<file path="src/logic/mario_consts.svh">
`ifndef MARIO_CONSTS_SVH
`define MARIO_CONSTS_SVH

// 640x480 raster, one pixel per clock
`define H_VISIBLE     10'd640
`define H_SYNC_START  10'd656
`define H_SYNC_END    10'd752
`define H_TOTAL       10'd800
`define V_VISIBLE     10'd480
`define V_SYNC_START  10'd490
`define V_SYNC_END    10'd492
`define V_TOTAL       10'd525

// scene objects in world coordinates
`define GROUND_Y      10'd416
`define PIPE1_X       10'd100
`define PIPE2_X       10'd640
`define PIPE_Y        10'd354
`define PIPE_W        10'd64
`define PIPE_H        10'd62
`define CASTLE_X      10'd750
`define CASTLE_Y      10'd352
`define CASTLE_W      10'd88
`define CASTLE_H      10'd64
`define PLAYER_W      10'd26
`define PLAYER_H      10'd32
`define COIN_W        10'd16
`define COIN_H        10'd28
`define COIN1_X       10'd300
`define COIN1_Y       10'd300
`define COIN2_X       10'd900
`define COIN2_Y       10'd300

// flat palette, 4 bits per channel as r,g,b
`define RGB_SKY       12'h6AF
`define RGB_GROUND    12'hA52
`define RGB_PIPE      12'h0C0
`define RGB_CASTLE    12'h888
`define RGB_COIN      12'hFD0
`define RGB_MARIO     12'hF00
`define RGB_LUIGI     12'h2F4

// active-low segments, bit 7 is the decimal point
`define SEG_0         8'hC0
`define SEG_1         8'hF9
`define SEG_2         8'hA4

`endif

</file>
<file path="src/logic/mario_pkg.sv">
`default_nettype none

package mario_pkg;

    // screen or world coordinate, wraps at 1024
    typedef logic [9:0] coord_t;

    // player box top-left corner, world space
    typedef struct packed {
        coord_t x;
        coord_t y;
    } player_pos_t;

    // 12-bit colour
    typedef struct packed {
        logic [3:0] red;
        logic [3:0] green;
        logic [3:0] blue;
    } rgb_t;

    // object owning a pixel
    typedef enum logic [2:0] {
        PIX_BLANK,
        PIX_SKY,
        PIX_GROUND,
        PIX_PIPE,
        PIX_CASTLE,
        PIX_COIN,
        PIX_LUIGI,
        PIX_MARIO
    } pixel_class_e;

endpackage

`default_nettype wire

</file>
<file path="src/logic/raster_if.sv">
`timescale 1ns/1ps
`default_nettype none

interface raster_if;

    // current raster point
    mario_pkg::coord_t draw_x;
    mario_pkg::coord_t draw_y;
    logic              visible;
    // active low
    logic              h_sync;
    logic              v_sync;
    // one cycle at line 480, column 0
    logic              frame_start;

    modport source (output draw_x, draw_y, visible, h_sync, v_sync, frame_start);
    modport sink   (input  draw_x, draw_y, visible, h_sync, v_sync, frame_start);

endinterface

`default_nettype wire

</file>
<file path="src/logic/vga_timing.sv">
`timescale 1ns/1ps
`default_nettype none

`include "mario_consts.svh"

module vga_timing (
    input  wire       clk,
    input  wire       reset,
    raster_if.source  raster
);

    logic              h_last;
    logic              v_last;
    mario_pkg::coord_t next_x;
    mario_pkg::coord_t next_y;

    // ==========================================================
    // counter stepping
    // ==========================================================
    assign h_last = (raster.draw_x == `H_TOTAL - 10'd1);
    assign v_last = (raster.draw_y == `V_TOTAL - 10'd1);

    always_comb begin
        next_x = h_last ? '0 : raster.draw_x + 10'd1;
        next_y = raster.draw_y;
        // line advances only on column wrap
        if (h_last) begin
            next_y = v_last ? '0 : raster.draw_y + 10'd1;
        end
    end

    // ==========================================================
    // counters plus flags, all from the next point
    // ==========================================================
    always_ff @(posedge clk) begin
        if (reset) begin
            raster.draw_x      <= '0;
            raster.draw_y      <= '0;
            // (0,0) is on screen
            raster.visible     <= 1'b1;
            raster.h_sync      <= 1'b1;
            raster.v_sync      <= 1'b1;
            raster.frame_start <= 1'b0;
        end else begin
            raster.draw_x      <= next_x;
            raster.draw_y      <= next_y;
            raster.visible     <= (next_x < `H_VISIBLE) && (next_y < `V_VISIBLE);
            // sync windows, low inside
            raster.h_sync      <= !((next_x >= `H_SYNC_START) && (next_x < `H_SYNC_END));
            raster.v_sync      <= !((next_y >= `V_SYNC_START) && (next_y < `V_SYNC_END));
            // first point below the picture
            raster.frame_start <= (next_x == '0) && (next_y == `V_VISIBLE);
        end
    end

endmodule

`default_nettype wire

</file>
<file path="src/logic/coin_tracker.sv">
`timescale 1ns/1ps
`default_nettype none

`include "mario_consts.svh"

module coin_tracker #(
    parameter mario_pkg::coord_t coin_x = `COIN1_X,
    parameter mario_pkg::coord_t coin_y = `COIN1_Y
) (
    input  wire                         clk,
    input  wire                         reset,
    raster_if.sink                      raster,
    input  wire mario_pkg::player_pos_t mario_pos,
    input  wire mario_pkg::player_pos_t luigi_pos,
    output logic                        eaten
);

    logic mario_hit;
    logic luigi_hit;

    // box test in world space, scroll plays no part
    // edges widened to 11 bits so right edges never wrap
    function automatic logic overlaps(input mario_pkg::player_pos_t p);
        logic [10:0] p_left;
        logic [10:0] p_right;
        logic [10:0] p_top;
        logic [10:0] p_bottom;
        logic [10:0] c_left;
        logic [10:0] c_right;
        logic [10:0] c_top;
        logic [10:0] c_bottom;
        p_left   = {1'b0, p.x};
        p_right  = {1'b0, p.x} + {1'b0, `PLAYER_W};
        p_top    = {1'b0, p.y};
        p_bottom = {1'b0, p.y} + {1'b0, `PLAYER_H};
        c_left   = {1'b0, coin_x};
        c_right  = {1'b0, coin_x} + {1'b0, `COIN_W};
        c_top    = {1'b0, coin_y};
        c_bottom = {1'b0, coin_y} + {1'b0, `COIN_H};
        return (p_left < c_right) && (c_left < p_right) &&
               (p_top < c_bottom) && (c_top < p_bottom);
    endfunction

    assign mario_hit = overlaps(mario_pos);
    assign luigi_hit = overlaps(luigi_pos);

    // sampled once per frame, sticky until reset
    always_ff @(posedge clk) begin
        if (reset) begin
            eaten <= 1'b0;
        end else if (raster.frame_start && (mario_hit || luigi_hit)) begin
            eaten <= 1'b1;
        end
    end

endmodule

`default_nettype wire

</file>
<file path="src/logic/scene_mapper.sv">
`timescale 1ns/1ps
`default_nettype none

`include "mario_consts.svh"

module scene_mapper (
    input  wire                         clk,
    input  wire                         reset,
    raster_if.sink                      raster,
    input  wire mario_pkg::coord_t      scroll,
    input  wire mario_pkg::player_pos_t mario_pos,
    input  wire mario_pkg::player_pos_t luigi_pos,
    input  wire [1:0]                   coin_eaten,
    output logic                        hs,
    output logic                        vs,
    output logic [3:0]                  red,
    output logic [3:0]                  green,
    output logic [3:0]                  blue
);

    mario_pkg::coord_t      world_x;
    mario_pkg::pixel_class_e pix_class;
    mario_pkg::rgb_t        pix_rgb;

    // offset from the box corner, mod 1024, must fall inside the size
    function automatic logic in_box(
        input mario_pkg::coord_t px,
        input mario_pkg::coord_t py,
        input mario_pkg::coord_t ox,
        input mario_pkg::coord_t oy,
        input mario_pkg::coord_t w,
        input mario_pkg::coord_t h
    );
        mario_pkg::coord_t dx;
        mario_pkg::coord_t dy;
        dx = px - ox;
        dy = py - oy;
        return (dx < w) && (dy < h);
    endfunction

    // screen column back into world space
    assign world_x = raster.draw_x + scroll;

    // ==========================================================
    // classify, highest priority first
    // ==========================================================
    always_comb begin
        if (!raster.visible) begin
            pix_class = mario_pkg::PIX_BLANK;
        end else if (in_box(world_x, raster.draw_y, mario_pos.x, mario_pos.y,
                            `PLAYER_W, `PLAYER_H)) begin
            pix_class = mario_pkg::PIX_MARIO;
        end else if (in_box(world_x, raster.draw_y, luigi_pos.x, luigi_pos.y,
                            `PLAYER_W, `PLAYER_H)) begin
            pix_class = mario_pkg::PIX_LUIGI;
        end else if ((!coin_eaten[0] && in_box(world_x, raster.draw_y, `COIN1_X, `COIN1_Y,
                                               `COIN_W, `COIN_H)) ||
                     (!coin_eaten[1] && in_box(world_x, raster.draw_y, `COIN2_X, `COIN2_Y,
                                               `COIN_W, `COIN_H))) begin
            pix_class = mario_pkg::PIX_COIN;
        end else if (in_box(world_x, raster.draw_y, `PIPE1_X, `PIPE_Y, `PIPE_W, `PIPE_H) ||
                     in_box(world_x, raster.draw_y, `PIPE2_X, `PIPE_Y, `PIPE_W, `PIPE_H)) begin
            pix_class = mario_pkg::PIX_PIPE;
        end else if (in_box(world_x, raster.draw_y, `CASTLE_X, `CASTLE_Y,
                            `CASTLE_W, `CASTLE_H)) begin
            pix_class = mario_pkg::PIX_CASTLE;
        end else if (raster.draw_y >= `GROUND_Y) begin
            // ground is fixed to the screen
            pix_class = mario_pkg::PIX_GROUND;
        end else begin
            pix_class = mario_pkg::PIX_SKY;
        end
    end

    // palette lookup
    always_comb begin
        case (pix_class)
            mario_pkg::PIX_SKY:    pix_rgb = `RGB_SKY;
            mario_pkg::PIX_GROUND: pix_rgb = `RGB_GROUND;
            mario_pkg::PIX_PIPE:   pix_rgb = `RGB_PIPE;
            mario_pkg::PIX_CASTLE: pix_rgb = `RGB_CASTLE;
            mario_pkg::PIX_COIN:   pix_rgb = `RGB_COIN;
            mario_pkg::PIX_LUIGI:  pix_rgb = `RGB_LUIGI;
            mario_pkg::PIX_MARIO:  pix_rgb = `RGB_MARIO;
            default:               pix_rgb = '0;
        endcase
    end

    // colour and syncs leave together, one clock late
    always_ff @(posedge clk) begin
        if (reset) begin
            hs    <= 1'b1;
            vs    <= 1'b1;
            red   <= '0;
            green <= '0;
            blue  <= '0;
        end else begin
            hs    <= raster.h_sync;
            vs    <= raster.v_sync;
            red   <= pix_rgb.red;
            green <= pix_rgb.green;
            blue  <= pix_rgb.blue;
        end
    end

endmodule

`default_nettype wire

</file>
<file path="src/logic/score_display.sv">
`timescale 1ns/1ps
`default_nettype none

`include "mario_consts.svh"

module score_display (
    input  wire [1:0]  coin_eaten,
    output logic [7:0] hex0,
    output logic [1:0] ledr
);

    logic [1:0] eaten_count;

    // coins eaten so far, 0 to 2
    assign eaten_count = {1'b0, coin_eaten[0]} + {1'b0, coin_eaten[1]};

    // single digit, decimal point dark
    always_comb begin
        case (eaten_count)
            2'd0:    hex0 = `SEG_0;
            2'd1:    hex0 = `SEG_1;
            default: hex0 = `SEG_2;
        endcase
    end

    // one led per coin
    assign ledr = coin_eaten;

endmodule

`default_nettype wire

</file>
<file path="src/logic/mario_top.sv">
`timescale 1ns/1ps
`default_nettype none

`include "mario_consts.svh"

module mario_top (
    input  wire                         clk,
    input  wire                         reset,
    input  wire mario_pkg::coord_t      scroll,
    input  wire mario_pkg::player_pos_t mario_pos,
    input  wire mario_pkg::player_pos_t luigi_pos,
    output logic                        hs,
    output logic                        vs,
    output logic [3:0]                  red,
    output logic [3:0]                  green,
    output logic [3:0]                  blue,
    output logic [7:0]                  hex0,
    output logic [1:0]                  ledr
);

    // bit per coin, 1 once eaten
    logic [1:0] coin_eaten;

    // ==========================================================
    // raster
    // ==========================================================
    raster_if raster ();

    vga_timing u_timing (
        .clk    (clk),
        .reset  (reset),
        .raster (raster.source)
    );

    // ==========================================================
    // coins
    // ==========================================================
    coin_tracker #(
        .coin_x (`COIN1_X),
        .coin_y (`COIN1_Y)
    ) u_coin1 (
        .clk       (clk),
        .reset     (reset),
        .raster    (raster.sink),
        .mario_pos (mario_pos),
        .luigi_pos (luigi_pos),
        .eaten     (coin_eaten[0])
    );

    coin_tracker #(
        .coin_x (`COIN2_X),
        .coin_y (`COIN2_Y)
    ) u_coin2 (
        .clk       (clk),
        .reset     (reset),
        .raster    (raster.sink),
        .mario_pos (mario_pos),
        .luigi_pos (luigi_pos),
        .eaten     (coin_eaten[1])
    );

    // ==========================================================
    // picture and score
    // ==========================================================
    scene_mapper u_scene (
        .clk        (clk),
        .reset      (reset),
        .raster     (raster.sink),
        .scroll     (scroll),
        .mario_pos  (mario_pos),
        .luigi_pos  (luigi_pos),
        .coin_eaten (coin_eaten),
        .hs         (hs),
        .vs         (vs),
        .red        (red),
        .green      (green),
        .blue       (blue)
    );

    score_display u_score (
        .coin_eaten (coin_eaten),
        .hex0       (hex0),
        .ledr       (ledr)
    );

endmodule

`default_nettype wire

</file>
<file path="config.mk">
export PLATFORM = sky130hd
export DESIGN_NAME = mario_top
export DESIGN_NICKNAME = d
export VERILOG_FILES = /design/src/logic/mario_pkg.sv /design/src/logic/raster_if.sv /design/src/logic/vga_timing.sv /design/src/logic/coin_tracker.sv /design/src/logic/scene_mapper.sv /design/src/logic/score_display.sv /design/src/logic/mario_top.sv
export VERILOG_INCLUDE_DIRS = /design/src /design/src/logic
export SDC_FILE = /design/constraint.sdc
export NUM_CORES = 1
export LEC_CHECK = 0
export ABC_AREA = 0
export BUFFER_PORTS_ARGS = -buffer_cell sky130_fd_sc_hd__buf_2
export CAP_MARGIN = 5
export CORE_AREA = 2 2 100 92
export DETAILED_ROUTE_END_ITERATION = 6
export DIE_AREA = 0 0 102 94
export PLACE_DENSITY = 0.87
export SYNTH_ARGS = -nofsm -noshare
export SYNTH_HDL_FRONTEND = slang
export SYNTH_SLANG_ARGS = --single-unit
</file>
<file path="constraint.sdc">
create_clock -name clk -period 5.5 [get_ports clk]
set_input_delay 0.275 -clock clk [delete_from_list [all_inputs] [get_ports clk]]
set_output_delay 0.275 -clock clk [all_outputs]
set_load 0.05 [all_outputs]
</file>
==> results of run 1 <==
-- worst max-delay path: stages, from the launching register on --
cell and delay (ps):
dfxtp_1 400, ha_1 240, inv_1 80, fa_1 400, nor2b_1 190, o22ai_2 160, xor2_2 240, inv_2 100
ha_1 380, nor2_1 60, nand2_1 60, o221ai_1 110, or4_1 500, a311oi_1 260, o2111ai_1 190, a2111oi_4 590
nand2b_1 280, a211oi_2 100
-- registers in the layout, indices dropped and copies added, names as in the netlist --
register                     count
u_coin1.eaten                    1
u_coin2.eaten                    1
u_scene.blue                     4
u_scene.green                    3
u_scene.hs                       1
u_scene.red                      4
u_scene.vs                       1
u_timing.raster.draw_x          10
u_timing.raster.draw_y          10
u_timing.raster.frame_start      1
u_timing.raster.h_sync           1
u_timing.raster.v_sync           1
u_timing.raster.visible          1
-- routing by layer --
layer | vias to the layer above | track usage [%] | wire (um)
met2 | 200 | 46.66 | 6328
li1 | 2427 | - | -
met5 | - | 0 | 0
met3 | 25 | 4.092 | 938
met4 | 0 | 9.000 | 251
met1 | 2318 | 36.79 | 5674
-- cell type report --
| cell class | instances | area [um^2] | area share [%] |
|---|---|---|---|
| repair buffers | 73 | 365.4 | 6.783 |
| inverters | 57 | 214.0 | 3.972 |
| well taps | 119 | 148.9 | 2.764 |
| multi-input cells | 520 | 3792 | 70.41 |
| clock buffers | 6 | 72.57 | 1.347 |
| clock inverters | 2 | 12.51 | 0.2323 |
| flip-flops and latches | 39 | 780.7 | 14.49 |
-- power by group through the flow --
| stage | clock network, mW | logic [mW] | registers, mW |
|---|---|---|---|
| floorplan | 0 | 0.252 | 0.307 |
| global placement | 0 | 0.334 | 0.297 |
| detailed placement | 0 | 0.348 | 0.298 |
| CTS | 0.196 | 0.351 | 0.291 |
| global route | 0.207 | 0.391 | 0.291 |
| finish | 0.194 | 0.356 | 0.291 |
-- worst max-delay path by stage --
stage | start | end | slack (ps) | cells after the start
floorplan | u_timing.raster.draw_x[0]$_SDFF_PP0_ | u_scene.red[0]$_SDFF_PP0_ | 1480 | 17
global placement | u_timing.raster.draw_x[0]$_SDFF_PP0_ | u_scene.blue[1]$_SDFF_PP0_ | 1240 | 17
detailed placement | u_timing.raster.draw_x[0]$_SDFF_PP0_ | u_scene.red[0]$_SDFF_PP0_ | 1040 | 17
CTS | u_timing.raster.draw_x[0]$_SDFF_PP0_ | u_scene.red[0]$_SDFF_PP0_ | 1040 | 17
global route | u_timing.raster.draw_x[0]$_SDFF_PP0_ | u_scene.red[0]$_SDFF_PP0_ | 780 | 17
finish | u_timing.raster.draw_x[0]$_SDFF_PP0_ | u_scene.red[0]$_SDFF_PP0_ | 1030 | 17
-- cell usage in the layout, fill, tap and decap left out, drive strengths merged, types with 5 or more instances in the layout --
master	n
xor2	21
dfxtp	39
nand2b	11
clkbuf	6
inv	57
nor3	25
o211ai	10
a211oi	10
buf	73
o21ai	32
xnor2	28
nor4	8
a21oi	42
o21a	5
or2	7
nor2b	13
and3	5
o2111ai	5
nor2	53
mux2i	6
a21o	9
nand2	49
or3	9
nand3	16
a311oi	5
and2	7
ha	51
nand4	11
a31oi	11
-- stage by stage --
step	instance area (um^2)	utilization, %	std cells	worst slack (ps)	hold WS [ps]
6_report	5386	63.46	816	1027	362.7
5_1_grt	5386	63.46	816	778.6	370.5
4_1_cts	5386	63.46	816	1040	359.4
3_5_place_dp	5301	62.46	808	1037	397.5
3_3_place_gp	5301	62.46	808	1238	399.9
2_1_floorplan	4910	-	638	1481	389.5
-- cells by family (layout without fill, tap and decap cells) --
family	count (synthesis)	count (layout)
other	2	2
xor gates and xnor gates	50	50
DFF	39	39
and+or+nand+nor	238	238
AOI/OAI and AO/OA	166	166
muxes	8	8
adders and majority gates	56	56
buffers and inverters	79	138
==> results.ini, run 1 <==
[clock_network]
cts_buffers=5
ctsHtreeMaxLevel=2
cts_tree=built
root_buffer=clkbuf_8
cts_hold_buf=0
clockBufferDepth=2
cts_setup_buffers=0
cts-resized-gates=0
clock_sinks=39
clk_pin_slew_ps=80
clock_latency_ps=300

[cells_and_area]
nFillCells=760
nets=802
layout-drive-gt1-share_pct=16.79
antenna_cells=0
area_delta_synth_final_pct=9.710

[floorplan]
coreArea_um2=8488
die_height_um=94
start_util_pct=57.84
ios=76
fp.dieW_um=102
num_rows=32
die_area_um2=9588

[synthesis]
ys_seq_area_share_pct=15.90
yosysTopAreaCell=dfxtp_1
synth_top_area_share_pct=15.90
synth.avg_cell_area_um2=7.695
synth_top_family_by_area=simple AND/OR/NAND/NOR gates
synthAdderAreaFrac_pct=14.65
yosys.area_share.simple_pct=25.84
muxShareOfSynthArea_pct=1.682
syn_nets=744
netlist_top_cells_area=dfxtp_1 (16%), ha_1 (13%), xnor2_1 (4.6%), inv_1 (4.3%), a21oi_1 (4.2%)
synth_commonest_cells=inv_1 (56), nor2_1 (53), ha_1 (51), nand2_1 (49), a21oi_1 (41)
synth_edf_count=0
synthArstFlopShare_pct=0
ys_ff_latch=39
synth-xor-area-share_pct=9.659
synth_cell_type_count=86
ys.flop_type=dfxtp_1
synth_area_um2=4910
yosysMostFrequentCell=inv_1
synth-compound-area-share_pct=25.25
yosys_warnings=0
postSynthCellCount=638

[power]
vdd_drop_max_v=0.0001381
seqPwrFrac_pct=34.6
internal-power_mw=0.5171
combPwrFrac_pct=42.3
p_leak_nw=2.365
p_switching_mw=0.3239
switching_share_pct=38.51
total_power_mw=0.8410
pwr-share-clk_pct=23.1
p_per_area_nw_per_um2=156.1

[critical_path]
r2r-start=u_timing.raster.draw_x[0]$_SDFF_PP0_
cp.required_ps=5680
cp.arrival_ps=4650
cp-start-kind=flop
crit_type=flop to flop
worst_r2r_endpoint=u_scene.red[0]$_SDFF_PP0_
reg2reg_slack_ps=1030
rr_worst_depth=17
endpoint_kind=flop
cp_max_fo=8

[grt]
antenna_found_initial=0
grt_remaining_overflow=0
grt_pass1_vias=4684
grtUsageTotal_pct=27.89
grt_pass1_wl_mm=21.49
grt_max_degree=22

[sta]
maxSlewHeadroom_pct=56.69
skew_ps=13.94
slew_violations=0
finalSetupTns_ps=0
fmax_mhz=223.6
tightest_slew_ps=648.8
layout_min_cycle_time_ps=4473
grt_setup_unrepaired=no
finalHoldViolations=0
setup_viol=0
fin_crit_sh_pct=81.32

[drt]
route.detailed.wl_per_inst_um=16.17
final_antenna_net_count=0
dr_total_vias=4970
drc=0
drt_iter0_drc=410
drt_pre_antenna_iters=5
vias_per_cell=6.091
wl_mm=13.19

[min_path]
hold_end=u_timing.raster.draw_x[6]$_SDFF_PP0_
hold_start=reset
holdCritPathClass=input port to flop
hold_depth=2

[placed_design]
dp_hpwl_mm=10.63
port_buffers=73
gp_congestion=0.9232

[job]
cap_violations=0

[status]
outcome=complete, no violations

No activity file was read; power rests on OpenSTA's default activity.
==> run 2: changes to the inputs <==
Settings changed: CORE_AREA 2 2 100 92 to 2 2 105 97, DIE_AREA 0 0 102 94 to 0 0 107 99, PLACE_DENSITY 0.87 to 0.83.
Clock period 5.5 ns to 3.94 ns, I/O delays scaled along.
==> results.ini, run 2 (synthesized netlist as in run 1, its figures left out) <==
[status]
outcome=complete, no violations

[drt]
vias_per_cell=6.062
wl_mm=13.55
route.detailed.wl_per_inst_um=16.15
drt_iter0_drc=532
drc=0
final_antenna_net_count=0
drt_pre_antenna_iters=7
dr_total_vias=5086

[cells_and_area]
final_common_cell=buf_2
final_cells=839
fin_util_pct=59.98
area_delta_synth_final_pct=15.90
layout_common_cells=buf_2 (73), inv_1 (55), nor2_1 (53), nand2_1 (49), ha_1 (49)
top_regs=u_timing.raster.draw_x x10, u_timing.raster.draw_y x10
nets=818
layout-drive-gt1-share_pct=21.60
antenna_cells=0

[sta]
fmax_mhz=264.1
skew_ps=11.41
setup_viol=0
finalHoldViolations=0
grt_setup_unrepaired=yes
fin_crit_sh_pct=96.09
slew_violations=0
tightest_slew_ps=628.8
maxSlewHeadroom_pct=58.02
layout_min_cycle_time_ps=3786

[floorplan]
ios=76
coreArea_um2=9487
die_height_um=99
fp.dieW_um=107
num_rows=34
start_util_pct=51.75
die_area_um2=10590

[power]
vdd_drop_max_v=0.0001497
p_per_area_nw_per_um2=231.4
p_leak_nw=2.486

[grt]
grtUsageTotal_pct=24.42
grt_max_degree=22
grt_pass1_vias=4767
antenna_found_initial=0
grt_remaining_overflow=0
grt_pass1_wl_mm=21.20

[placed_design]
gp_congestion=0.9229
dp_cells=825
dp_hpwl_mm=10.67
port_buffers=73

[critical_path]
path_buf_inv=2
critPathLaunch=u_timing.raster.draw_x[0]$_SDFF_PP0_
r2r-start=u_timing.raster.draw_x[0]$_SDFF_PP0_
crit_end=u_scene.green[3]$_SDFF_PP0_
crit_chain=ha_4, inv_1, fa_2, nor2b_4, o2111a_1, nor3_2, xor2_1, inv_1, ha_1, nor2_1, o211ai_2, and3_1, or3_4, a2111oi_4, a21o_1, nor2_1
endpoint_kind=flop
cp_num_cells=16
max_stage_delay_ps=400
worst_r2r_endpoint=u_scene.green[3]$_SDFF_PP0_
reg2reg_slack_ps=150
slowest_stage=fa_2
crit_family=simple AND/OR/NAND/NOR gates
cp.required_ps=4120
cp.arrival_ps=3970
cp_max_fo=5
rr_worst_depth=16
cp-start-kind=flop
crit_type=flop to flop

[min_path]
holdCritPathClass=input port to flop
hold_depth=2

[clock_network]
clk_pin_slew_ps=90
ctsHtreeMaxLevel=2
root_buffer=clkbuf_8
cts_buffers=5
cts_tree=built
clockBufferDepth=2
clock_latency_ps=300
clock_sinks=39

[job]
cap_violations=0

## run 2: worst reg2reg max path, cell delays in order (launching register included)
cell and delay, ps:
dfxtp_2 360, ha_4 140, inv_1 60, fa_2 400, nor2b_4 160, o2111a_1 230, nor3_2 60, xor2_1 200
inv_1 160, ha_1 270, nor2_1 130, o211ai_2 140, and3_1 220, or3_4 390, a2111oi_4 380, a21o_1 280
nor2_1 90
## run 2: final cells by class
cell class                 count  area (um^2)
clock buffer                   5        68.82
clock inverter                 3        46.29
fill                         825         3796
inverter                      57        214.0
multi-input combinational    520         3924
sequential                    39        782.0
tap                          126        157.7
timing repair buffer          89        498.0
## run 2: how the worst min path moves through the flow
stage / start / end / slack (ps)
6_report: reset / u_timing.raster.draw_x[8]$_SDFF_PP0_ / 280
5_1_grt: reset / u_timing.raster.draw_x[5]$_SDFF_PP0_ / 300
4_1_cts: reset / u_timing.raster.draw_x[8]$_SDFF_PP0_ / 280
3_5_place_dp: u_timing.raster.h_sync$_SDFF_PP1_ / u_scene.hs$_SDFF_PP1_ / 400
3_3_place_gp: u_timing.raster.v_sync$_SDFF_PP1_ / u_scene.vs$_SDFF_PP1_ / 400
2_1_floorplan: reset / u_timing.raster.frame_start$_SDFF_PP0_ / 380
## run 2: what timing repair did
item,CTS,global route
gates resized for setup,7,20
setup buffers,2,4
cloned,0,0
pin swaps,3,14
endpoints found under the setup margin,9,11
hold buffers,0,0
## run 2: report_power, final
| group | switching, mW | total [mW] | internal (mW) | leakage (nW) |
|---|---|---|---|---|
| Clock | 0.156 | 0.346 | 0.191 | 0.0548 |
| Sequential | 0.00482 | 0.405 | 0.401 | 0.318 |
| Combinational | 0.329 | 0.565 | 0.236 | 2.11 |
| Total | 0.489 | 1.32 | 0.827 | 2.49 |
## run 2: per-layer routing
| layer | up-vias | part of all wire (%) | GRT usage, % |
|---|---|---|---|
| li1 | 2474 | - | - |
| met4 | 0 | 2.1 | 7.193 |
| met1 | 2379 | 43 | 30.97 |
| met3 | 30 | 6.5 | 3.770 |
| met5 | - | 0 | 0 |
| met2 | 203 | 48 | 42.72 |
## run 2: metrics by stage
step | cell area [um^2] | hold WS [ps] | power (mW) | setup slack (ps) | setup TNS [ps]
after floorplan | 4910 | 379.7 | 0.7809 | 50.37 | 0
after global placement | 5385 | 400.0 | 0.8876 | 116.4 | 0
after detailed placement | 5385 | 397.4 | 0.9151 | -16.58 | -24.13
after CTS | 5545 | 275.9 | 1.265 | 13.48 | 0
after global routing | 5690 | 296.7 | 1.384 | -36.92 | -201.1
final | 5690 | 278.0 | 1.317 | 154.0 | 0
